--- config.mk ---
export PLATFORM = sky130hd
export DESIGN_NAME = lane_game_top
export DESIGN_NICKNAME = d
export VERILOG_FILES = /design/src/rtl/lane_game_pkg.sv /design/src/rtl/game_ctrl.sv /design/src/rtl/boat_steer.sv /design/src/rtl/rock_field.sv /design/src/rtl/pixel_painter.sv /design/src/rtl/lane_game_top.sv
export VERILOG_INCLUDE_DIRS = /design/src /design/src/rtl
export SDC_FILE = /design/constraint.sdc
export NUM_CORES = 1
export LEC_CHECK = 0
export ABC_AREA = 1
export BUFFER_PORTS_ARGS = -buffer_cell sky130_fd_sc_hd__buf_4
export CAP_MARGIN = 20
export CORE_UTILIZATION = 40
export CTS_CLUSTER_DIAMETER = 60
export DETAILED_ROUTE_END_ITERATION = 6
export PLACE_DENSITY = 0.59
export SLEW_MARGIN = 20
export SYNTH_ARGS = -nofsm -noshare
export SYNTH_HDL_FRONTEND = slang
export SYNTH_HIERARCHICAL = 1
export SYNTH_SLANG_ARGS = --single-unit
--- constraint.sdc ---
create_clock -name clk -period 2.6 [get_ports clk]
set_input_delay 0 -clock clk [delete_from_list [all_inputs] [get_ports clk]]
set_output_delay 0 -clock clk [all_outputs]
set_load 0.03 [all_outputs]
--- src/rtl/lane_game_settings.svh ---
`ifndef LANE_GAME_SETTINGS_SVH
`define LANE_GAME_SETTINGS_SVH

// bus widths
`define LG_COORD_W 10
`define LG_RGB_W 12
`define LG_SCORE_W 16

// 12-bit rgb colours, 4 bits per channel
`define LG_BLACK 12'h000
`define LG_WHITE 12'hFFF
`define LG_RED 12'hF00
`define LG_GREEN 12'h0F0
`define LG_BLUE 12'h468
`define LG_SAND 12'hECA

// hCount of the first visible pixel
`define LG_H_VISIBLE_START 10'd144

// playfield spans screen x 140 to 500
`define LG_SAND_LEFT (`LG_H_VISIBLE_START + 10'd140)
`define LG_SAND_RIGHT (`LG_H_VISIBLE_START + 10'd500)

// lane centres, 140 pixels apart
`define LG_LANE0_X (`LG_H_VISIBLE_START + 10'd180)
`define LG_LANE1_X (`LG_H_VISIBLE_START + 10'd320)
`define LG_LANE2_X (`LG_H_VISIBLE_START + 10'd460)

// object geometry
`define LG_PLAYER_Y_START 10'd400
`define LG_PLAYER_HEIGHT 10'd80
`define LG_HALF_W 10'd40
`define LG_ROCK_HEIGHT 10'd80
`define LG_SCREEN_BOTTOM 10'd479

// motion per slow tick
`define LG_ROCK_STEP 10'd4
`define LG_BOAT_STEP 10'd5

// start values
`define LG_LFSR_SEED 8'hAC
`define LG_ROCK0_START_LANE 2'd0
`define LG_ROCK1_START_LANE 2'd2
`define LG_ROCK1_START_Y 10'd80

`endif

--- src/rtl/lane_game_pkg.sv ---
`include "lane_game_settings.svh"

package lane_game_pkg;

    // lane 0 is left, 2 is right
    typedef logic [1:0] lane_t;
    typedef logic [`LG_COORD_W-1:0] coord_t;
    typedef logic [`LG_RGB_W-1:0] rgb_t;

    typedef enum logic [1:0] {
        START,
        PLAY,
        GAMEOVER
    } game_state_e;

    // beam position in hCount and vCount terms
    typedef struct packed {
        coord_t h;
        coord_t v;
    } beam_t;

    // one rock, y is its top edge
    typedef struct packed {
        lane_t lane;
        coord_t y;
    } rock_t;

    typedef struct packed {
        rock_t rock0;
        rock_t rock1;
    } rock_pair_t;

    // plain button levels
    typedef struct packed {
        logic left;
        logic right;
        logic centre;
    } buttons_t;

    // lane number to centre x, lane 3 falls back to the middle
    function automatic coord_t lane_center(input lane_t lane);
        case (lane)
            2'd0: return `LG_LANE0_X;
            2'd2: return `LG_LANE2_X;
            default: return `LG_LANE1_X;
        endcase
    endfunction

endpackage

--- src/rtl/game_ctrl.sv ---
`include "lane_game_settings.svh"

module game_ctrl
    import lane_game_pkg::*;
#(
    parameter int TICK_BITS = 22
) (
    input  logic                   clk,
    input  logic                   rst_n,
    input  buttons_t               buttons,
    input  coord_t                 boat_x,
    input  rock_pair_t             rocks,
    input  logic                   wave,
    output logic                   tick,
    output game_state_e            state,
    output logic                   collision,
    output logic [`LG_SCORE_W-1:0] score
);

    localparam coord_t PLAYER_Y_END = `LG_PLAYER_Y_START + `LG_PLAYER_HEIGHT;

    logic [TICK_BITS-1:0] tick_cnt;
    coord_t               player_left;
    coord_t               player_right;
    logic                 hit0;
    logic                 hit1;

    // slow tick, counter wraps every 2^TICK_BITS clocks
    always_ff @(posedge clk or negedge rst_n) begin
        if (!rst_n)
            tick_cnt <= '0;
        else
            tick_cnt <= tick_cnt + 1'b1;
    end

    assign tick = (tick_cnt == '0);

    // player box edges
    assign player_left  = boat_x - `LG_HALF_W;
    assign player_right = boat_x + `LG_HALF_W;

    // overlap test with inclusive edges, touching counts
    function automatic logic overlaps(input rock_t r, input coord_t pl, input coord_t pr);
        coord_t cx;
        logic   x_ov;
        logic   y_ov;
        cx   = lane_center(r.lane);
        x_ov = (pr >= cx - `LG_HALF_W) && (pl <= cx + `LG_HALF_W);
        y_ov = (PLAYER_Y_END >= r.y) && (`LG_PLAYER_Y_START <= r.y + `LG_ROCK_HEIGHT);
        return x_ov && y_ov;
    endfunction

    assign hit0      = overlaps(rocks.rock0, player_left, player_right);
    assign hit1      = overlaps(rocks.rock1, player_left, player_right);
    assign collision = hit0 | hit1;

    // game state, centre always wins over collision
    always_ff @(posedge clk or negedge rst_n) begin
        if (!rst_n) begin
            state <= START;
        end else begin
            case (state)
                START:    if (buttons.centre) state <= PLAY;
                PLAY: begin
                    if (buttons.centre)
                        state <= START;
                    else if (collision)
                        state <= GAMEOVER;
                end
                GAMEOVER: if (buttons.centre) state <= START;
                default:  state <= START;
            endcase
        end
    end

    // one point per rock wave, only while playing
    always_ff @(posedge clk or negedge rst_n) begin
        if (!rst_n)
            score <= '0;
        else if (state == START)
            score <= '0;
        else if (state == PLAY && wave)
            score <= score + 1'b1;
    end

endmodule

--- src/rtl/boat_steer.sv ---
`include "lane_game_settings.svh"

module boat_steer
    import lane_game_pkg::*;
(
    input  logic        clk,
    input  logic        rst_n,
    input  game_state_e state,
    input  logic        tick,
    input  buttons_t    buttons,
    output coord_t      boat_x
);

    // steering machine, READY takes buttons and MOVING slides
    typedef enum logic {
        READY,
        MOVING
    } steer_e;

    steer_e steer;
    lane_t  lane;
    coord_t target_x;

    // centre of the lane we are heading for
    assign target_x = lane_center(lane);

    always_ff @(posedge clk or negedge rst_n) begin
        if (!rst_n) begin
            steer  <= READY;
            lane   <= 2'd1;
            boat_x <= `LG_LANE1_X;
        end else begin
            case (state)
                START: begin
                    // back to the middle lane
                    steer  <= READY;
                    lane   <= 2'd1;
                    boat_x <= `LG_LANE1_X;
                end
                PLAY: begin
                    if (steer == READY) begin
                        // locked on the lane centre
                        boat_x <= target_x;
                        // left wins when both are held
                        if (buttons.left && lane > 2'd0) begin
                            lane  <= lane - 2'd1;
                            steer <= MOVING;
                        end else if (buttons.right && lane < 2'd2) begin
                            lane  <= lane + 2'd1;
                            steer <= MOVING;
                        end
                    end else begin
                        // one step per tick toward target
                        if (tick) begin
                            if (boat_x < target_x)
                                boat_x <= boat_x + `LG_BOAT_STEP;
                            else if (boat_x > target_x)
                                boat_x <= boat_x - `LG_BOAT_STEP;
                        end
                        // arrived, take buttons again
                        if (boat_x == target_x)
                            steer <= READY;
                    end
                end
                // frozen in game over
                default: ;
            endcase
        end
    end

endmodule

--- src/rtl/rock_field.sv ---
`include "lane_game_settings.svh"

module rock_field
    import lane_game_pkg::*;
(
    input  logic        clk,
    input  logic        rst_n,
    input  game_state_e state,
    input  logic        tick,
    output rock_pair_t  rocks,
    output logic        wave
);

    // rock leaves the screen once its top passes this row
    localparam coord_t ROCK_LIMIT = `LG_SCREEN_BOTTOM + `LG_ROCK_HEIGHT;

    // start layout, left lane at the top and right lane lower
    localparam rock_pair_t ROCKS_INIT = '{
        rock0: '{lane: `LG_ROCK0_START_LANE, y: '0},
        rock1: '{lane: `LG_ROCK1_START_LANE, y: `LG_ROCK1_START_Y}
    };

    logic [7:0] lfsr;
    logic       wrap0;
    logic       wrap1;

    // rock at or past the bottom wraps on the next tick
    assign wrap0 = (rocks.rock0.y >= ROCK_LIMIT);
    assign wrap1 = (rocks.rock1.y >= ROCK_LIMIT);

    // one tick of motion for one rock
    function automatic rock_t fall(input rock_t r, input logic [1:0] rnd);
        rock_t n;
        if (r.y < ROCK_LIMIT) begin
            n.lane = r.lane;
            n.y    = r.y + `LG_ROCK_STEP;
        end else begin
            // back to the top in a random lane, 3 folds onto 0
            n.lane = rnd % 2'd3;
            n.y    = '0;
        end
        return n;
    endfunction

    // fibonacci lfsr, taps 7 and 5
    // free running so lanes depend on play timing
    always_ff @(posedge clk or negedge rst_n) begin
        if (!rst_n)
            lfsr <= `LG_LFSR_SEED;
        else
            lfsr <= {lfsr[6:0], lfsr[7] ^ lfsr[5]};
    end

    always_ff @(posedge clk or negedge rst_n) begin
        if (!rst_n) begin
            rocks <= ROCKS_INIT;
            wave  <= 1'b0;
        end else begin
            wave <= 1'b0;
            case (state)
                START: rocks <= ROCKS_INIT;
                PLAY: begin
                    if (tick) begin
                        rocks.rock0 <= fall(rocks.rock0, lfsr[1:0]);
                        rocks.rock1 <= fall(rocks.rock1, lfsr[3:2]);
                        // single pulse even when both wrap together
                        wave <= wrap0 | wrap1;
                    end
                end
                // held still in game over
                default: ;
            endcase
        end
    end

endmodule

--- src/rtl/pixel_painter.sv ---
`include "lane_game_settings.svh"

module pixel_painter
    import lane_game_pkg::*;
(
    input  logic        bright,
    input  beam_t       beam,
    input  game_state_e state,
    input  logic        collision,
    input  coord_t      boat_x,
    input  rock_pair_t  rocks,
    output rgb_t        rgb
);

    localparam coord_t PLAYER_Y_END = `LG_PLAYER_Y_START + `LG_PLAYER_HEIGHT;

    coord_t player_left;
    coord_t player_right;
    logic   in_player;
    logic   in_rock0;
    logic   in_rock1;
    logic   in_rock;
    logic   in_sand;
    logic   crashed;

    // drawn boxes are half open, right and bottom edges excluded
    function automatic logic in_rock_box(input rock_t r, input beam_t b);
        coord_t cx;
        logic   x_in;
        logic   y_in;
        cx   = lane_center(r.lane);
        x_in = (b.h >= cx - `LG_HALF_W) && (b.h < cx + `LG_HALF_W);
        y_in = (b.v >= r.y) && (b.v < r.y + `LG_ROCK_HEIGHT);
        return x_in && y_in;
    endfunction

    assign player_left  = boat_x - `LG_HALF_W;
    assign player_right = boat_x + `LG_HALF_W;

    // boat stands in for the sprite
    assign in_player = (beam.h >= player_left) && (beam.h < player_right) &&
                       (beam.v >= `LG_PLAYER_Y_START) && (beam.v < PLAYER_Y_END);

    assign in_rock0 = in_rock_box(rocks.rock0, beam);
    assign in_rock1 = in_rock_box(rocks.rock1, beam);
    assign in_rock  = in_rock0 | in_rock1;

    // banks outside the three lanes
    assign in_sand = (beam.h < `LG_SAND_LEFT) || (beam.h >= `LG_SAND_RIGHT);

    // crash picture stays while the overlap holds
    assign crashed = (state == GAMEOVER) && collision;

    always_comb begin
        if (!bright) begin
            // blanking
            rgb = `LG_BLACK;
        end else if (crashed) begin
            if (in_player || in_rock)
                rgb = `LG_RED;
            else if (in_sand)
                rgb = `LG_SAND;
            else
                rgb = `LG_BLUE;
        end else if (in_sand) begin
            rgb = `LG_SAND;
        end else if (in_player) begin
            // boat drawn over rocks
            rgb = `LG_WHITE;
        end else if (in_rock) begin
            rgb = `LG_GREEN;
        end else begin
            // open water
            rgb = `LG_BLUE;
        end
    end

endmodule

--- src/rtl/lane_game_top.sv ---
`include "lane_game_settings.svh"

module lane_game_top
    import lane_game_pkg::*;
#(
    parameter int TICK_BITS = 22
) (
    input  logic                   clk,
    input  logic                   rst_n,
    input  logic                   bright,
    input  buttons_t               buttons,
    input  beam_t                  beam,
    output rgb_t                   rgb,
    output logic [`LG_SCORE_W-1:0] score
);

    logic        tick;
    logic        wave;
    logic        collision;
    game_state_e state;
    coord_t      boat_x;
    rock_pair_t  rocks;

    // tick, state, collision and score
    game_ctrl #(
        .TICK_BITS(TICK_BITS)
    ) game_ctrl_i (
        .clk      (clk),
        .rst_n    (rst_n),
        .buttons  (buttons),
        .boat_x   (boat_x),
        .rocks    (rocks),
        .wave     (wave),
        .tick     (tick),
        .state    (state),
        .collision(collision),
        .score    (score)
    );

    // lane changes and sliding
    boat_steer boat_steer_i (
        .clk    (clk),
        .rst_n  (rst_n),
        .state  (state),
        .tick   (tick),
        .buttons(buttons),
        .boat_x (boat_x)
    );

    // falling rocks and wave pulse
    rock_field rock_field_i (
        .clk  (clk),
        .rst_n(rst_n),
        .state(state),
        .tick (tick),
        .rocks(rocks),
        .wave (wave)
    );

    // colour at the beam position
    pixel_painter pixel_painter_i (
        .bright   (bright),
        .beam     (beam),
        .state    (state),
        .collision(collision),
        .boat_x   (boat_x),
        .rocks    (rocks),
        .rgb      (rgb)
    );

endmodule

# == After elaboration in Yosys (flattened, before gate mapping) ==
# Index checks and enable logic that the tools add are counted.
# totals
register_bits,86
in_bits,26
out_inout_bits,28
# classes
n_addsub,16
n_div,2
magnitude_cmp,30
n_eq_ne,16
mux,37
bitwise,4
n_reduce_logical,34
# ops
op,count
12-bit two-way mux,8
10-bit one-hot mux with 2 select lines,4
10-bit >= comparator,7
10-bit less-than comparator,6
24-bit one-hot mux with 2 select lines,1
10-bit two-way mux,4
16-bit two-way mux,2
"10-bit by 3-bit adder with 10-bit output, second input constant",3
"10-bit by 6-bit adder with 10-bit output, second input constant",3
"10-bit >= comparator, second input constant",3
"10-bit by 6-bit subtractor with 10-bit output, second input constant",3
24-bit two-way mux,1
"22-bit by 1-bit adder with 22-bit output, second input constant",1
22-bit logical NOT,1
"10-bit by 7-bit adder with 10-bit output, second input constant",2
"9-bit by 10-bit >= comparator with 1-bit output, first input constant",2
10-bit <= comparator,2
"9-bit by 10-bit <= comparator with 1-bit output, first input constant",2
"10-bit less-than comparator, second input constant",2
"10-bit by 9-bit less-than comparator with 1-bit output, second input constant",2
1-bit logical AND,19
"16-bit by 1-bit adder with 16-bit output, second input constant",1
3-bit AND reduction,5
2-bit two-way mux,7
other kinds (27),48

# == Logic depth before layout (Yosys ltp) ==
# Gate-level depths: netlist of the first run.
# depth
ltp_word,12
ltp_mapped,23

# == Hierarchy ==
# The synthesis of the first run kept the hierarchy.
# by_module_without_submodules
module,instances,cells_each,area_each_um2
game_ctrl,1,396,3025.4
pixel_painter,1,412,2542.4
rock_field,1,176,1487.7
boat_steer,1,189,1255.0

# == Worst setup path before layout of the first run ==
# No wires, ideal clock.
# synth_timing
kind,reg2out
from,register boat_steer_i.boat_x[4]
to,output rgb[2]
arrival_ns,3.706
t_required_ns,2.600
setup_slack_ns,-1.106
path_stages_with_launch,18
path_buffers,1
cell_sequence,dfstp_2 > inv_1 > ha_1 > o21ai_0 > nor3_1 > xor2_1 > ha_1 > nand2_1 > nor2_1 > nor3b_1 > a21oi_1 > nor2_1 > nand2_1 > nand2_1 > nand2_1 > nor2_1 > nor4_1 > buf_4
# synth_between
word_cells_on_any_way,23
classes_between,add/sub: 2; order compare: 6; mux: 5; bitwise: 1; reduce/logical: 9
# synth_rtl
item,line,source
"start, declared",boat_steer.sv:11,output coord_t boat_x
"start signal, assigned",boat_steer.sv:31,boat_x <= `LG_LANE1_X;
"start signal, assigned",boat_steer.sv:38,boat_x <= `LG_LANE1_X;
"start signal, assigned",boat_steer.sv:43,boat_x <= target_x;
10-bit by 6-bit adder with 10-bit output (no source line) or 10-bit by 6-bit subtractor with 10-bit output (tied branches),n/a,
10-bit >= comparator (no source line) or 10-bit <= comparator (tied branches),n/a,
1-bit logical AND,game_ctrl.sv:48,x_ov = (pr >= cx - `LG_HALF_W) && (pl <= cx + `LG_HALF_W);
1-bit logical AND,game_ctrl.sv:50,return x_ov && y_ov;
1-bit OR *,game_ctrl.sv:55,assign collision = hit0 | hit1;
via collision,lane_game_top.sv:19,logic collision;
1-bit logical AND *,pixel_painter.sv:52,assign crashed = (state == GAMEOVER) && collision;
12-bit two-way mux *,pixel_painter.sv:58,end else if (crashed) begin
12-bit two-way mux *,pixel_painter.sv:55,if (!bright) begin
"end, declared",lane_game_top.sv:13,"output rgb_t rgb,"
# Mark *: on every way through the listed nets, which the timed path passes. The rest lies on a longest branch.

# == Final worst setup path of the first run ==
# layout_timing
from,register boat_steer_i.boat_x[4]
to,output rgb[10]
# Same word-level chain as after synthesis.

==> results.sh, run 1 <==
export IMPL_async_reset_ff_share_pct=100
export IMPL_avgSynthCellArea_um2=7.08
export IMPL_synth_edf_count=0
export IMPL_rsz0062_at_grt="yes"
export IMPL_synth_top_family_by_area="simple AND/OR/NAND/NOR gates"
export IMPL_setup_viol=18
export IMPL_clockPowerShare_pct=13.6
export IMPL_p_leak_uw=0.00546
export IMPL_finalCritPeriodShare_pct=124
export IMPL_crit_arrival_ns=3.22
export IMPL_gr_total_overflow=0
export IMPL_end_kind="output port"
export IMPL_core_um2=20300
export IMPL_cap_violations=0
export IMPL_crit_fanout=5
export IMPL_relSlewSlack_pct=64.3
export IMPL_synth_area_um2=8310
export IMPL_status="finished, violations left"
export IMPL_ir_drop_mv=0.604
export IMPL_p_total_uw=10400
export IMPL_min_period_ns=3.22
export IMPL_io_buffers=53
export IMPL_crit_top_cell="nand2_2"
export IMPL_seqPwrFrac_pct=14.3
export IMPL_tns_ns=-7.05
export IMPL_hpwl_um=15700
export IMPL_seq_area_frac_synth_pct=24.9
export IMPL_muxShareOfSynthArea_pct=0
export IMPL_ys_seq_elements=82
export IMPL_p_per_area_nw_per_um2=954
export IMPL_clkTransAtPathRegs_ns=0.07
export IMPL_reg2reg_from="boat_steer_i/lane[0]"
export IMPL_filler_cell_count=1951
export IMPL_synthCells=1173
export IMPL_synth_simple_area_share_pct=31.9
export IMPL_final_antenna_net_count=0
export IMPL_avgRoutedWirePerCell_um=13.2
export IMPL_htreeDepth=3
export IMPL_fin_ws_ns=-0.616
export IMPL_die_x_um=146
export IMPL_ys_flop_type="dfrtp_1"
export IMPL_intPower_uw=5740
export IMPL_grt_busiest_layer="met2"
export IMPL_antenna_found_initial=0
export IMPL_clkSinkCount=82
export IMPL_combPwrFrac_pct=72.1
export IMPL_r2r_slack_ns=-0.12
export IMPL_gp_congestion=0.877
export IMPL_drtIter0Drc=339
export IMPL_grt_use_met2_pct=34.1
export IMPL_grt_pass1_vias=7469
export IMPL_switching_power_uw=4660
export IMPL_synth_area_top_cells="dfrtp_1, ha_1, nand2_1"
export IMPL_met3_usage_pct=2.44
export IMPL_cpMaxStageDelayCell="dfstp_2"
export IMPL_vias_per_cell=4.90
export IMPL_drive_gt1_share_pct=26.6
export IMPL_placed_area_um2=9720
export IMPL_dpl_worst_slack_ns=-0.286
export IMPL_netSwitchingFraction_pct=44.8
export IMPL_io_pins=54
export IMPL_fin_nets=1491
export IMPL_synth_cell_type_count=50
export IMPL_track_usage_pct=20.0
export IMPL_ys_warn_count=6
export IMPL_drcViolationCount=0
export IMPL_first_pass_iters=5
export IMPL_synth_xor_area_share_pct=5.59
export IMPL_clock_latency_ns=0.35
export IMPL_timing_fmax_ghz=0.311
export IMPL_hp_start="buttons[1]"
export IMPL_num_vias=7922
export IMPL_critPathKind="reg -> out"
export IMPL_area_growth_pct=31.3
export IMPL_fin_area_um2=10900
export IMPL_grt_max_degree=83
export IMPL_synth_top_area_cell="dfrtp_1"
export IMPL_grt_pass1_wl_um=35200
export IMPL_final_max_slew_viol_count=0
export IMPL_cp_start_kind="flip-flop"
export IMPL_use_met1_pct=26.8
export IMPL_cts_root_buf="clkbuf_16"
export IMPL_synth_fa_ha_area_share_pct=18.8
export IMPL_final_util_pct=53.8
export IMPL_crit_chain="inv_2, ha_4, o21ai_4, nor3_2, xor2_1, ha_1, nand2_2, nor2_2, nor3b_2, a21oi_2, nor2_1, nand2_1, nand2_2, nand2_2, nor2_4, inv_2, buf_4, nand3_2, nand2_2, inv_2, buf_6"
export IMPL_finalHoldViolations=0
export IMPL_worstMarginPinSlew_ns=0.536
export IMPL_max_stage_delay_ns=0.55
export IMPL_synth_top_area_share_pct=21.1
export IMPL_synth_compound_area_share_pct=9.18
export IMPL_startpoint="boat_steer_i/boat_x[4]"
export IMPL_cts_tree="yes"
export IMPL_diodes=0
export IMPL_chipHeight_um=146
export IMPL_hold_path_class="in -> reg"
export IMPL_wl_um=21300
export IMPL_worstPathRequired_ns=2.60
export IMPL_fp_dieArea_um2=21400
export IMPL_cts_inserted_buffers=9
export IMPL_violations="setup timing"
export IMPL_start_util_pct=40.9
export IMPL_clockBufferDepth=2
export IMPL_rows=52
export IMPL_clock_skew_ns=0.00907
==> timing repair <==
action | in CTS | in global routing
hold endpoints to repair | 73 | 0
setup endpoints to repair | 20 | 23
cloned | 1 | 2
buffers inserted | 12 | 20
hold buffers | 3 | 0
gates resized for setup | 57 | 91
pin swaps | 23 | 54
==> kinds of logic (layout without fill, tap and decap cells) <==
| family | Yosys count | count (layout) |
|---|---|---|
| other | 1 | 4 |
| adders and majority gates | 124 | 124 |
| AOI/OAI and AO/OA | 135 | 135 |
| DFF | 82 | 82 |
| xor gates and xnor gates | 53 | 53 |
| buffers and inverters | 207 | 375 |
| and+or+nand+nor | 571 | 573 |
==> layout by cell type, fill, tap and decap left out, drive strengths merged, types with 5 or more instances in the layout <==
cell type  count
dfstp         12
clkbuf         9
xor2          47
or2            5
buf          159
a21o           5
inv          198
ha           123
o21ai         46
nor4           6
nand4         17
a21oi         65
dfrtp         70
nand3         89
nand2        303
nor3          28
xnor2          6
nor2         117
o21a           6
==> layer usage <==
layer / share of wire [%] / routed length (um) / vias up
met4: 2.2 / 463 / 0
li1: - / - / 4121
met2: 48 / 10100 / 137
met3: 3.2 / 680 / 35
met1: 47 / 10000 / 3629
met5: 0 / 0 / -
==> worst paths after layout <==
path | to | cells past startpoint
setup / recovery | rgb[10] | 21
hold / removal | boat_steer_i/steer | 5
setup reg to reg | boat_steer_i/boat_x[9] | 20
hold reg to reg | rock_field_i/lfsr[7] | 0
max in group asynchronous | rock_field_i/lfsr[3] | 3
min in group asynchronous | boat_steer_i/boat_x[0] | 3
==> critical path, delay by kind of cell (launching register included) <==
| family | cells | cell delay [ns] |
|---|---|---|
| and+or+nand+nor | 11 | 1.08 |
| DFF | 1 | 0.55 |
| buffers and inverters | 5 | 0.41 |
| xor gates and xnor gates | 1 | 0.16 |
| adders and majority gates | 2 | 0.49 |
| AOI/OAI and AO/OA | 2 | 0.18 |
==> layout make-up <==
cell class	count	area [um^2]	share of cell area, %
Clock inverter	7	101	0.929
Timing Repair Buffer	162	1320	12.1
Sequential cell	82	2070	18.9
Clock buffer	9	225	2.06
Timing Repair inverter	1	6.26	0.0573
Inverter	196	761	6.97
Tap cell	270	338	3.10
Multi-Input combinational cell	889	6090	55.8
==> cell usage after synthesis (2+ instances only) <==
master    number
a21o_1         5
a21oi_1       63
a21oi_2        2
a31oi_1        2
buf_2          2
buf_4          6
clkbuf_1       3
dfrtp_1       70
dfstp_2       12
ha_1         123
inv_1        181
inv_2         13
nand2_1      286
nand2_2       11
nand2_4        4
nand3_1       78
nand3_2        6
nand3_4        5
nand3b_1       3
nand4_1       17
nor2_1       103
nor2_2        10
nor2_4         3
nor3_1        21
nor3_2         6
nor3b_1        3
nor4_1         6
o211ai_1       2
o21a_1         6
o21ai_0       35
o21ai_1       10
o21bai_1       3
or2_2          5
xnor2_1        6
xor2_1        47
==> registers in the layout (all words and copies together) (netlist names) <==
name	count
boat_steer_i/boat_x	10
game_ctrl_i/tick_cnt	22
boat_steer_i/lane	2
game_ctrl_i/state	2
game_ctrl_i/score	16
boat_steer_i/steer	1
rock_field_i/rocks	20
rock_field_i/lfsr	8
rock_field_i/wave	1
==> power groups by stage <==
| stage | Sequential [uW] | Clock, uW | Combinational (uW) |
|---|---|---|---|
| 2_1_floorplan | 1550 | 0 | 3160 |
| 3_3_place_gp | 1500 | 0 | 4880 |
| 6_report | 1490 | 1410 | 7510 |
| 3_5_place_dp | 1500 | 0 | 4950 |
| 5_1_grt | 1500 | 1500 | 8180 |
| 4_1_cts | 1480 | 1450 | 5780 |
==> stage by stage <==
step           cells  hold slack (ns)
2_1_floorplan   1176           -0.296
3_3_place_gp    1569           0.0533
3_5_place_dp    1569           0.0621
4_1_cts         1601           0.0488
5_1_grt         1616            0.112
6_report        1616           0.0612
(Power assumes the default switching activity.)
==> run 2: changes to the inputs <==
--- a/config.mk
+++ b/config.mk
@@ -6,7 +6,6 @@
 export SDC_FILE = /design/constraint.sdc
 export NUM_CORES = 1
 export LEC_CHECK = 0
-export ABC_AREA = 1
 export BUFFER_PORTS_ARGS = -buffer_cell sky130_fd_sc_hd__buf_4
 export CAP_MARGIN = 20
 export CORE_UTILIZATION = 40
==> run 2 against run 1 <==
The run still ends with setup timing left. Die area down 7.5%. Worst hold slack worse by 0.025 ns. Sequential cell count unchanged.
==> results.sh, run 2 <==
export IMPL_worst_r2r_cell_count=20
export IMPL_avgSynthCellArea_um2=8.92
export IMPL_p_per_area_nw_per_um2=1040
export IMPL_async_reset_ff_share_pct=100
export IMPL_worstPathRequired_ns=2.60
export IMPL_first_pass_iters=4
export IMPL_end_kind="output port"
export IMPL_grt_max_degree=56
export IMPL_ys_warn_count=6
export IMPL_synth_edf_count=0
export IMPL_hpwl_um=14900
export IMPL_cts_inserted_buffers=9
export IMPL_r2r_end="game_ctrl_i/state[0]"
export IMPL_clock_skew_ns=0.0106
export IMPL_status="finished, violations left"
export IMPL_ir_drop_mv=1.77
export IMPL_holdWs_ns=0.0359
export IMPL_hp_start="buttons[1]"
export IMPL_rows=50
export IMPL_violations="setup timing"
export IMPL_start_util_pct=40.9
export IMPL_p_leak_uw=0.00476
export IMPL_finalCritPeriodShare_pct=132
export IMPL_num_vias=6980
export IMPL_synth_most_common_cell="ha_1"
export IMPL_synth_top_area_cell="dfrtp_1"
export IMPL_gp_congestion=0.870
export IMPL_relSlewSlack_pct=51.2
export IMPL_avgRoutedWirePerCell_um=15.3
export IMPL_core_um2=18800
export IMPL_synth_commonest_cells="ha_1, nor2_1, dfrtp_1"
export IMPL_tns_ns=-13.21
export IMPL_vias_per_cell=5.36
export IMPL_cap_violations=0
export IMPL_layout_commonest_cell="buf_4"
export IMPL_hold_end="boat_steer_i/lane[0]"
export IMPL_final_cell_mix="buf_4, ha_1, dfrtp_1, nor2_1, inv_1"
export IMPL_fin_nets=1214
export IMPL_p_total_uw=10900
export IMPL_final_max_slew_viol_count=0
export IMPL_synth_cell_type_count=84
export IMPL_clkTransAtPathRegs_ns=0.08
export IMPL_crit_fanout=3
export IMPL_track_usage_pct=20.3
export IMPL_min_period_ns=3.44
export IMPL_whs_path_depth=4
export IMPL_die_x_um=141
export IMPL_antenna_found_initial=0
export IMPL_grt_pass1_wl_um=32500
export IMPL_ys_seq_elements=82
export IMPL_reg_largest_list="game_ctrl_i/tick_cnt (22), rock_field_i/rocks (20), game_ctrl_i/score (16)"
export IMPL_setup_viol=24
export IMPL_synthCells=861
export IMPL_reg2reg_from="boat_steer_i/boat_x[4]"
export IMPL_critPathKind="reg -> out"
export IMPL_fp_dieArea_um2=19800
export IMPL_timing_fmax_ghz=0.291
export IMPL_area_growth_pct=35.8
export IMPL_ys_flop_type="dfrtp_1"
export IMPL_worstMarginPinSlew_ns=0.732
export IMPL_final_antenna_net_count=0
export IMPL_cts_root_buf="clkbuf_16"
export IMPL_synth_top_area_share_pct=22.8
export IMPL_chipHeight_um=141
export IMPL_crit_arrival_ns=3.44
export IMPL_gr_total_overflow=0
export IMPL_drtIter0Drc=255
export IMPL_io_buffers=53
export IMPL_wl_um=19900
export IMPL_clockBufferDepth=2
export IMPL_cts_tree="yes"
export IMPL_r2r_slack_ns=-0.78
export IMPL_finalHoldViolations=0
export IMPL_fin_ws_ns=-0.837
export IMPL_seq_area_frac_synth_pct=26.9
export IMPL_clkSinkCount=82
export IMPL_synth_area_um2=7680
export IMPL_hold_path_class="in -> reg"
export IMPL_grt_pass1_vias=6848
export IMPL_io_pins=54
export IMPL_cp_start_kind="flip-flop"
export IMPL_largest_reg_flops=22
export IMPL_clock_latency_ns=0.35
export IMPL_synth_area_top_cells="dfrtp_1, ha_1, xnor2_1"
export IMPL_diodes=0
export IMPL_largest_register="game_ctrl_i/tick_cnt"
export IMPL_htreeDepth=3
export IMPL_drive_gt1_share_pct=32.3
export IMPL_drcViolationCount=0
export IMPL_rsz0062_at_grt="yes"
run 2: worst max path at each step:
| stage | from | end | slack (ns) | depth (start not counted) |
|---|---|---|---|---|
| finish | boat_steer_i/boat_x[4] | rgb[3] | -0.84 | 17 |
| floorplan | boat_steer_i/lane[0] | boat_steer_i/boat_x[6] | -0.43 | 12 |
| detailed placement | boat_steer_i/lane[0] | boat_steer_i/boat_x[9] | -0.55 | 12 |
| CTS | boat_steer_i/boat_x[4] | rgb[3] | -0.87 | 17 |
| global route | boat_steer_i/boat_x[3] | rgb[3] | -1.01 | 16 |
| global placement | boat_steer_i/boat_x[4] | boat_steer_i/boat_x[9] | -0.48 | 12 |
run 2: cells by family (layout without fill, tap and decap cells):
family / count (synthesis) / in the layout / share of synthesized area [%]
buf+inv: 94 / 298 / 5.20
mux: 10 / 10 / 1.45
fa+ha+maj: 124 / 124 / 20.3
other cells: 1 / 4 / 0.0488
compound gates: 201 / 202 / 18.7
simple gates: 282 / 282 / 19.7
flops: 82 / 82 / 26.9
xor+xnor: 67 / 67 / 7.64
run 2: stage by stage:
step / instance area (um^2) / cells / util, % / setup WS, ns
3_5_place_dp: 9420 / 1265 / 50.2 / -0.549
5_1_grt: 10400 / 1303 / 55.6 / -1.01
6_report: 10400 / 1303 / 55.6 / -0.837
2_1_floorplan: 7830 / 864 / - / -0.432
3_3_place_gp: 9420 / 1265 / 50.2 / -0.480
4_1_cts: 10100 / 1296 / 53.7 / -0.867
run 2: timing repair:
item,in CTS,in global routing
gates cloned,1,0
setup buffers,13,8
pin swaps,36,40
resized for setup,55,56
endpoints found under the setup margin,23,31
hold endpoints to repair,45,0
hold buffers,2,0
run 2: layout make-up:
type,count,area [um^2]
clock buffers,9,225
clock inverters,7,70.1
fillers,1731,8340
inverters,69,259
multi-input cells,689,5790
flip-flops and latches,82,2070
well taps,234,293
repair buffers,213,1730
run 2: where the power goes:
part / internal [uW] / leakage [uW] / switching, uW / total (uW)
combinational: 4140 / 0.00354 / 3930 / 8070
clock: 676 / 0.000142 / 593 / 1270
sequential: 1390 / 0.00108 / 132 / 1520
total: 6210 / 0.00476 / 4650 / 10900
run 2: critical path: stages, from the launching register on:
cell      delay (ns)
dfstp_2         0.55
inv_2           0.04
ha_4            0.16
nor2b_4         0.12
nor2_2          0.05
xor2_2          0.16
ha_1            0.33
a211o_1         0.26
o211ai_1        0.11
nand4_1         0.14
a21oi_2         0.18
a32oi_2         0.08
inv_1           0.08
nand2_2         0.09
or2_4           0.28
o21a_1          0.12
o21a_4          0.19
buf_6           0.13
run 2: layer usage:
layer / routed length [um] / GRT usage, %
met1: 9080 / 25.8
met2: 9910 / 34.6
met3: 500 / 3.35
met4: 392 / 7.84
met5: 0 / 0
==> run 3: changes to the inputs <==
==> constraint.sdc (replaced) <==
create_clock -name clk -period 2.6 [get_ports clk]
set_input_delay 0.65 -clock clk [delete_from_list [all_inputs] [get_ports clk]]
set_output_delay 0.65 -clock clk [all_outputs]
set_load 0.03 [all_outputs]
==> run 3 against run 2 <==
The run still ends with setup timing left. Routed wire length increased by 1.3%. Clock power increased by 9%. Sequential power about the same.
==> results.sh, run 3 (synthesized netlist as in run 2, its figures left out) <==
export IMPL_crit_arrival_ns=3.37
export IMPL_worst_r2r_cell_count=16
export IMPL_gp_congestion=0.838
export IMPL_grt_max_degree=44
export IMPL_finalHoldViolations=0
export IMPL_wl_um=20100
export IMPL_drive_gt1_share_pct=33.3
export IMPL_end_kind="output port"
export IMPL_cts_inserted_buffers=9
export IMPL_reg_largest_list="game_ctrl_i/tick_cnt (22), rock_field_i/rocks (20), game_ctrl_i/score (16)"
export IMPL_hpwl_um=15500
export IMPL_p_leak_uw=0.00486
export IMPL_worstMarginPinSlew_ns=0.916
export IMPL_relSlewSlack_pct=38.7
export IMPL_clock_skew_ns=0.0102
export IMPL_core_um2=18800
export IMPL_worstPathRequired_ns=1.95
export IMPL_placed_area_um2=9600
export IMPL_drtIter0Drc=275
export IMPL_status="finished, violations left"
export IMPL_gr_total_overflow=0
export IMPL_layout_commonest_cell="buf_4"
export IMPL_track_usage_pct=21.2
export IMPL_diodes=0
export IMPL_timing_fmax_ghz=0.249
export IMPL_critPathKind="reg -> out"
export IMPL_filler_cell_count=1719
export IMPL_violations="setup timing"
export IMPL_fin_ws_ns=-1.42
export IMPL_vias_per_cell=5.39
export IMPL_crit_fanout=3
export IMPL_final_cell_mix="buf_4, ha_1, dfrtp_1, inv_1, nor2_1"
export IMPL_clkTransAtPathRegs_ns=0.07
export IMPL_grt_pass1_wl_um=33700
export IMPL_cap_violations=0
export IMPL_rows=50
export IMPL_cts_tree="yes"
export IMPL_drcViolationCount=0
export IMPL_cts_root_buf="clkbuf_16"
export IMPL_final_max_slew_viol_count=0
export IMPL_die_x_um=141
export IMPL_ir_drop_mv=1.84
export IMPL_clockBufferDepth=2
export IMPL_num_vias=7147
export IMPL_finalCritPeriodShare_pct=155
export IMPL_cp_start_kind="flip-flop"
export IMPL_clock_latency_ns=0.35
export IMPL_avgRoutedWirePerCell_um=15.2
export IMPL_min_period_ns=4.02
export IMPL_dpl_worst_slack_ns=-1.20
export IMPL_p_per_area_nw_per_um2=1050
export IMPL_largest_reg_flops=22
export IMPL_area_growth_pct=37.3
export IMPL_fp_dieArea_um2=19800
export IMPL_dp_cells=1288
export IMPL_first_pass_iters=4
export IMPL_setup_viol=22
export IMPL_io_pins=54
export IMPL_hold_path_class="in -> async"
export IMPL_chipHeight_um=141
export IMPL_rsz0062_at_grt="yes"
export IMPL_antenna_found_initial=0
export IMPL_largest_register="game_ctrl_i/tick_cnt"
export IMPL_htreeDepth=3
export IMPL_final_cell_count_no_fill=1326
export IMPL_fin_area_um2=10500
export IMPL_start_util_pct=40.9
export IMPL_final_antenna_net_count=0
export IMPL_grt_pass1_vias=7191
export IMPL_holdWs_ns=0.183
export IMPL_io_buffers=53
export IMPL_clkSinkCount=82
export IMPL_fin_nets=1237
-- run 3: changes by cell type in the layout (fill, tap and decap cells not counted), sizes merged --
| cell | before | now |
|---|---|---|
| buf | 211 | 236 |
| inv | 74 | 70 |
| bufinv | 0 | 2 |
| clkinv | 1 | 3 |
| dlygate4sd3 | 2 | 0 |
-- run 3: layout make-up --
class / instances / area (um^2) / share of cell area [%]
Clock buffer: 9 / 225 / 2.14
Clock inverter: 7 / 91.3 / 0.866
Multi-Input combinational cell: 689 / 5710 / 54.2
Sequential cell: 82 / 2070 / 19.6
Timing Repair Buffer: 236 / 1900 / 18.0
Inverter: 69 / 259 / 2.46
Tap cell: 234 / 293 / 2.78
-- run 3: path summary, 6_finish.rpt --
| kind | startpoint | to | slack [ns] |
|---|---|---|---|
| worst max-delay path | boat_steer_i/boat_x[4] | rgb[3] | -1.42 |
| worst min-delay path | rst_n | rock_field_i/rocks[10] | 0.18 |
| worst max register to register | boat_steer_i/boat_x[4] | boat_steer_i/boat_x[9] | -0.73 |
| worst min register to register | rock_field_i/lfsr[4] | rock_field_i/lfsr[5] | 0.36 |
| max in group asynchronous | rst_n | rock_field_i/lfsr[5] | 1.78 |
| min in group clk | rock_field_i/lfsr[4] | rock_field_i/lfsr[5] | 0.36 |
-- run 3: through the flow --
stage	util, %	TNS (ns)	total power [uW]
5_1_grt	56.2	-25.67	12000
6_report	56.2	-22.12	11100
3_3_place_gp	51.1	-18.21	7410
3_5_place_dp	51.1	-19.43	7490
4_1_cts	55.3	-22.28	10500
2_1_floorplan	-	-12.78	5230
-- run 3: report_power, final --
part | internal [uW] | total, uW | switching (uW)
Clock | 839 | 1380 | 545
Combinational | 4300 | 8160 | 3860
Sequential | 1390 | 1510 | 115
Total | 6530 | 11100 | 4520
-- run 3: what timing repair did --
action                     CTS  global route
hold buffers                 0             0
setup buffers               18             3
resized for setup           63            27
gates cloned                 1             0
setup endpoints to repair   23            28
pin swaps                   42            25
-- run 3: per-layer routing --
layer | up-vias | GRT usage [%] | routed length (um)
met5 | - | 0 | 0
met1 | 3412 | 26.6 | 9240
li1 | 3603 | - | -
met4 | 0 | 6.64 | 425
met3 | 33 | 3.21 | 551
met2 | 99 | 37.4 | 9930
-- run 3: critical path, cell delays in order, from the launching register on --
cell and delay, ns:
dfstp_2 0.53, inv_2 0.04, ha_4 0.15, nor2b_4 0.12, nor2_2 0.06, xor2_2 0.15
buf_4 0.15, ha_4 0.26, nand4_1 0.12, or3_1 0.34, o31ai_2 0.08, a32oi_2 0.15
inv_1 0.09, nand2_2 0.09, or2_4 0.26, o21a_1 0.11, o21a_4 0.19, buf_6 0.13
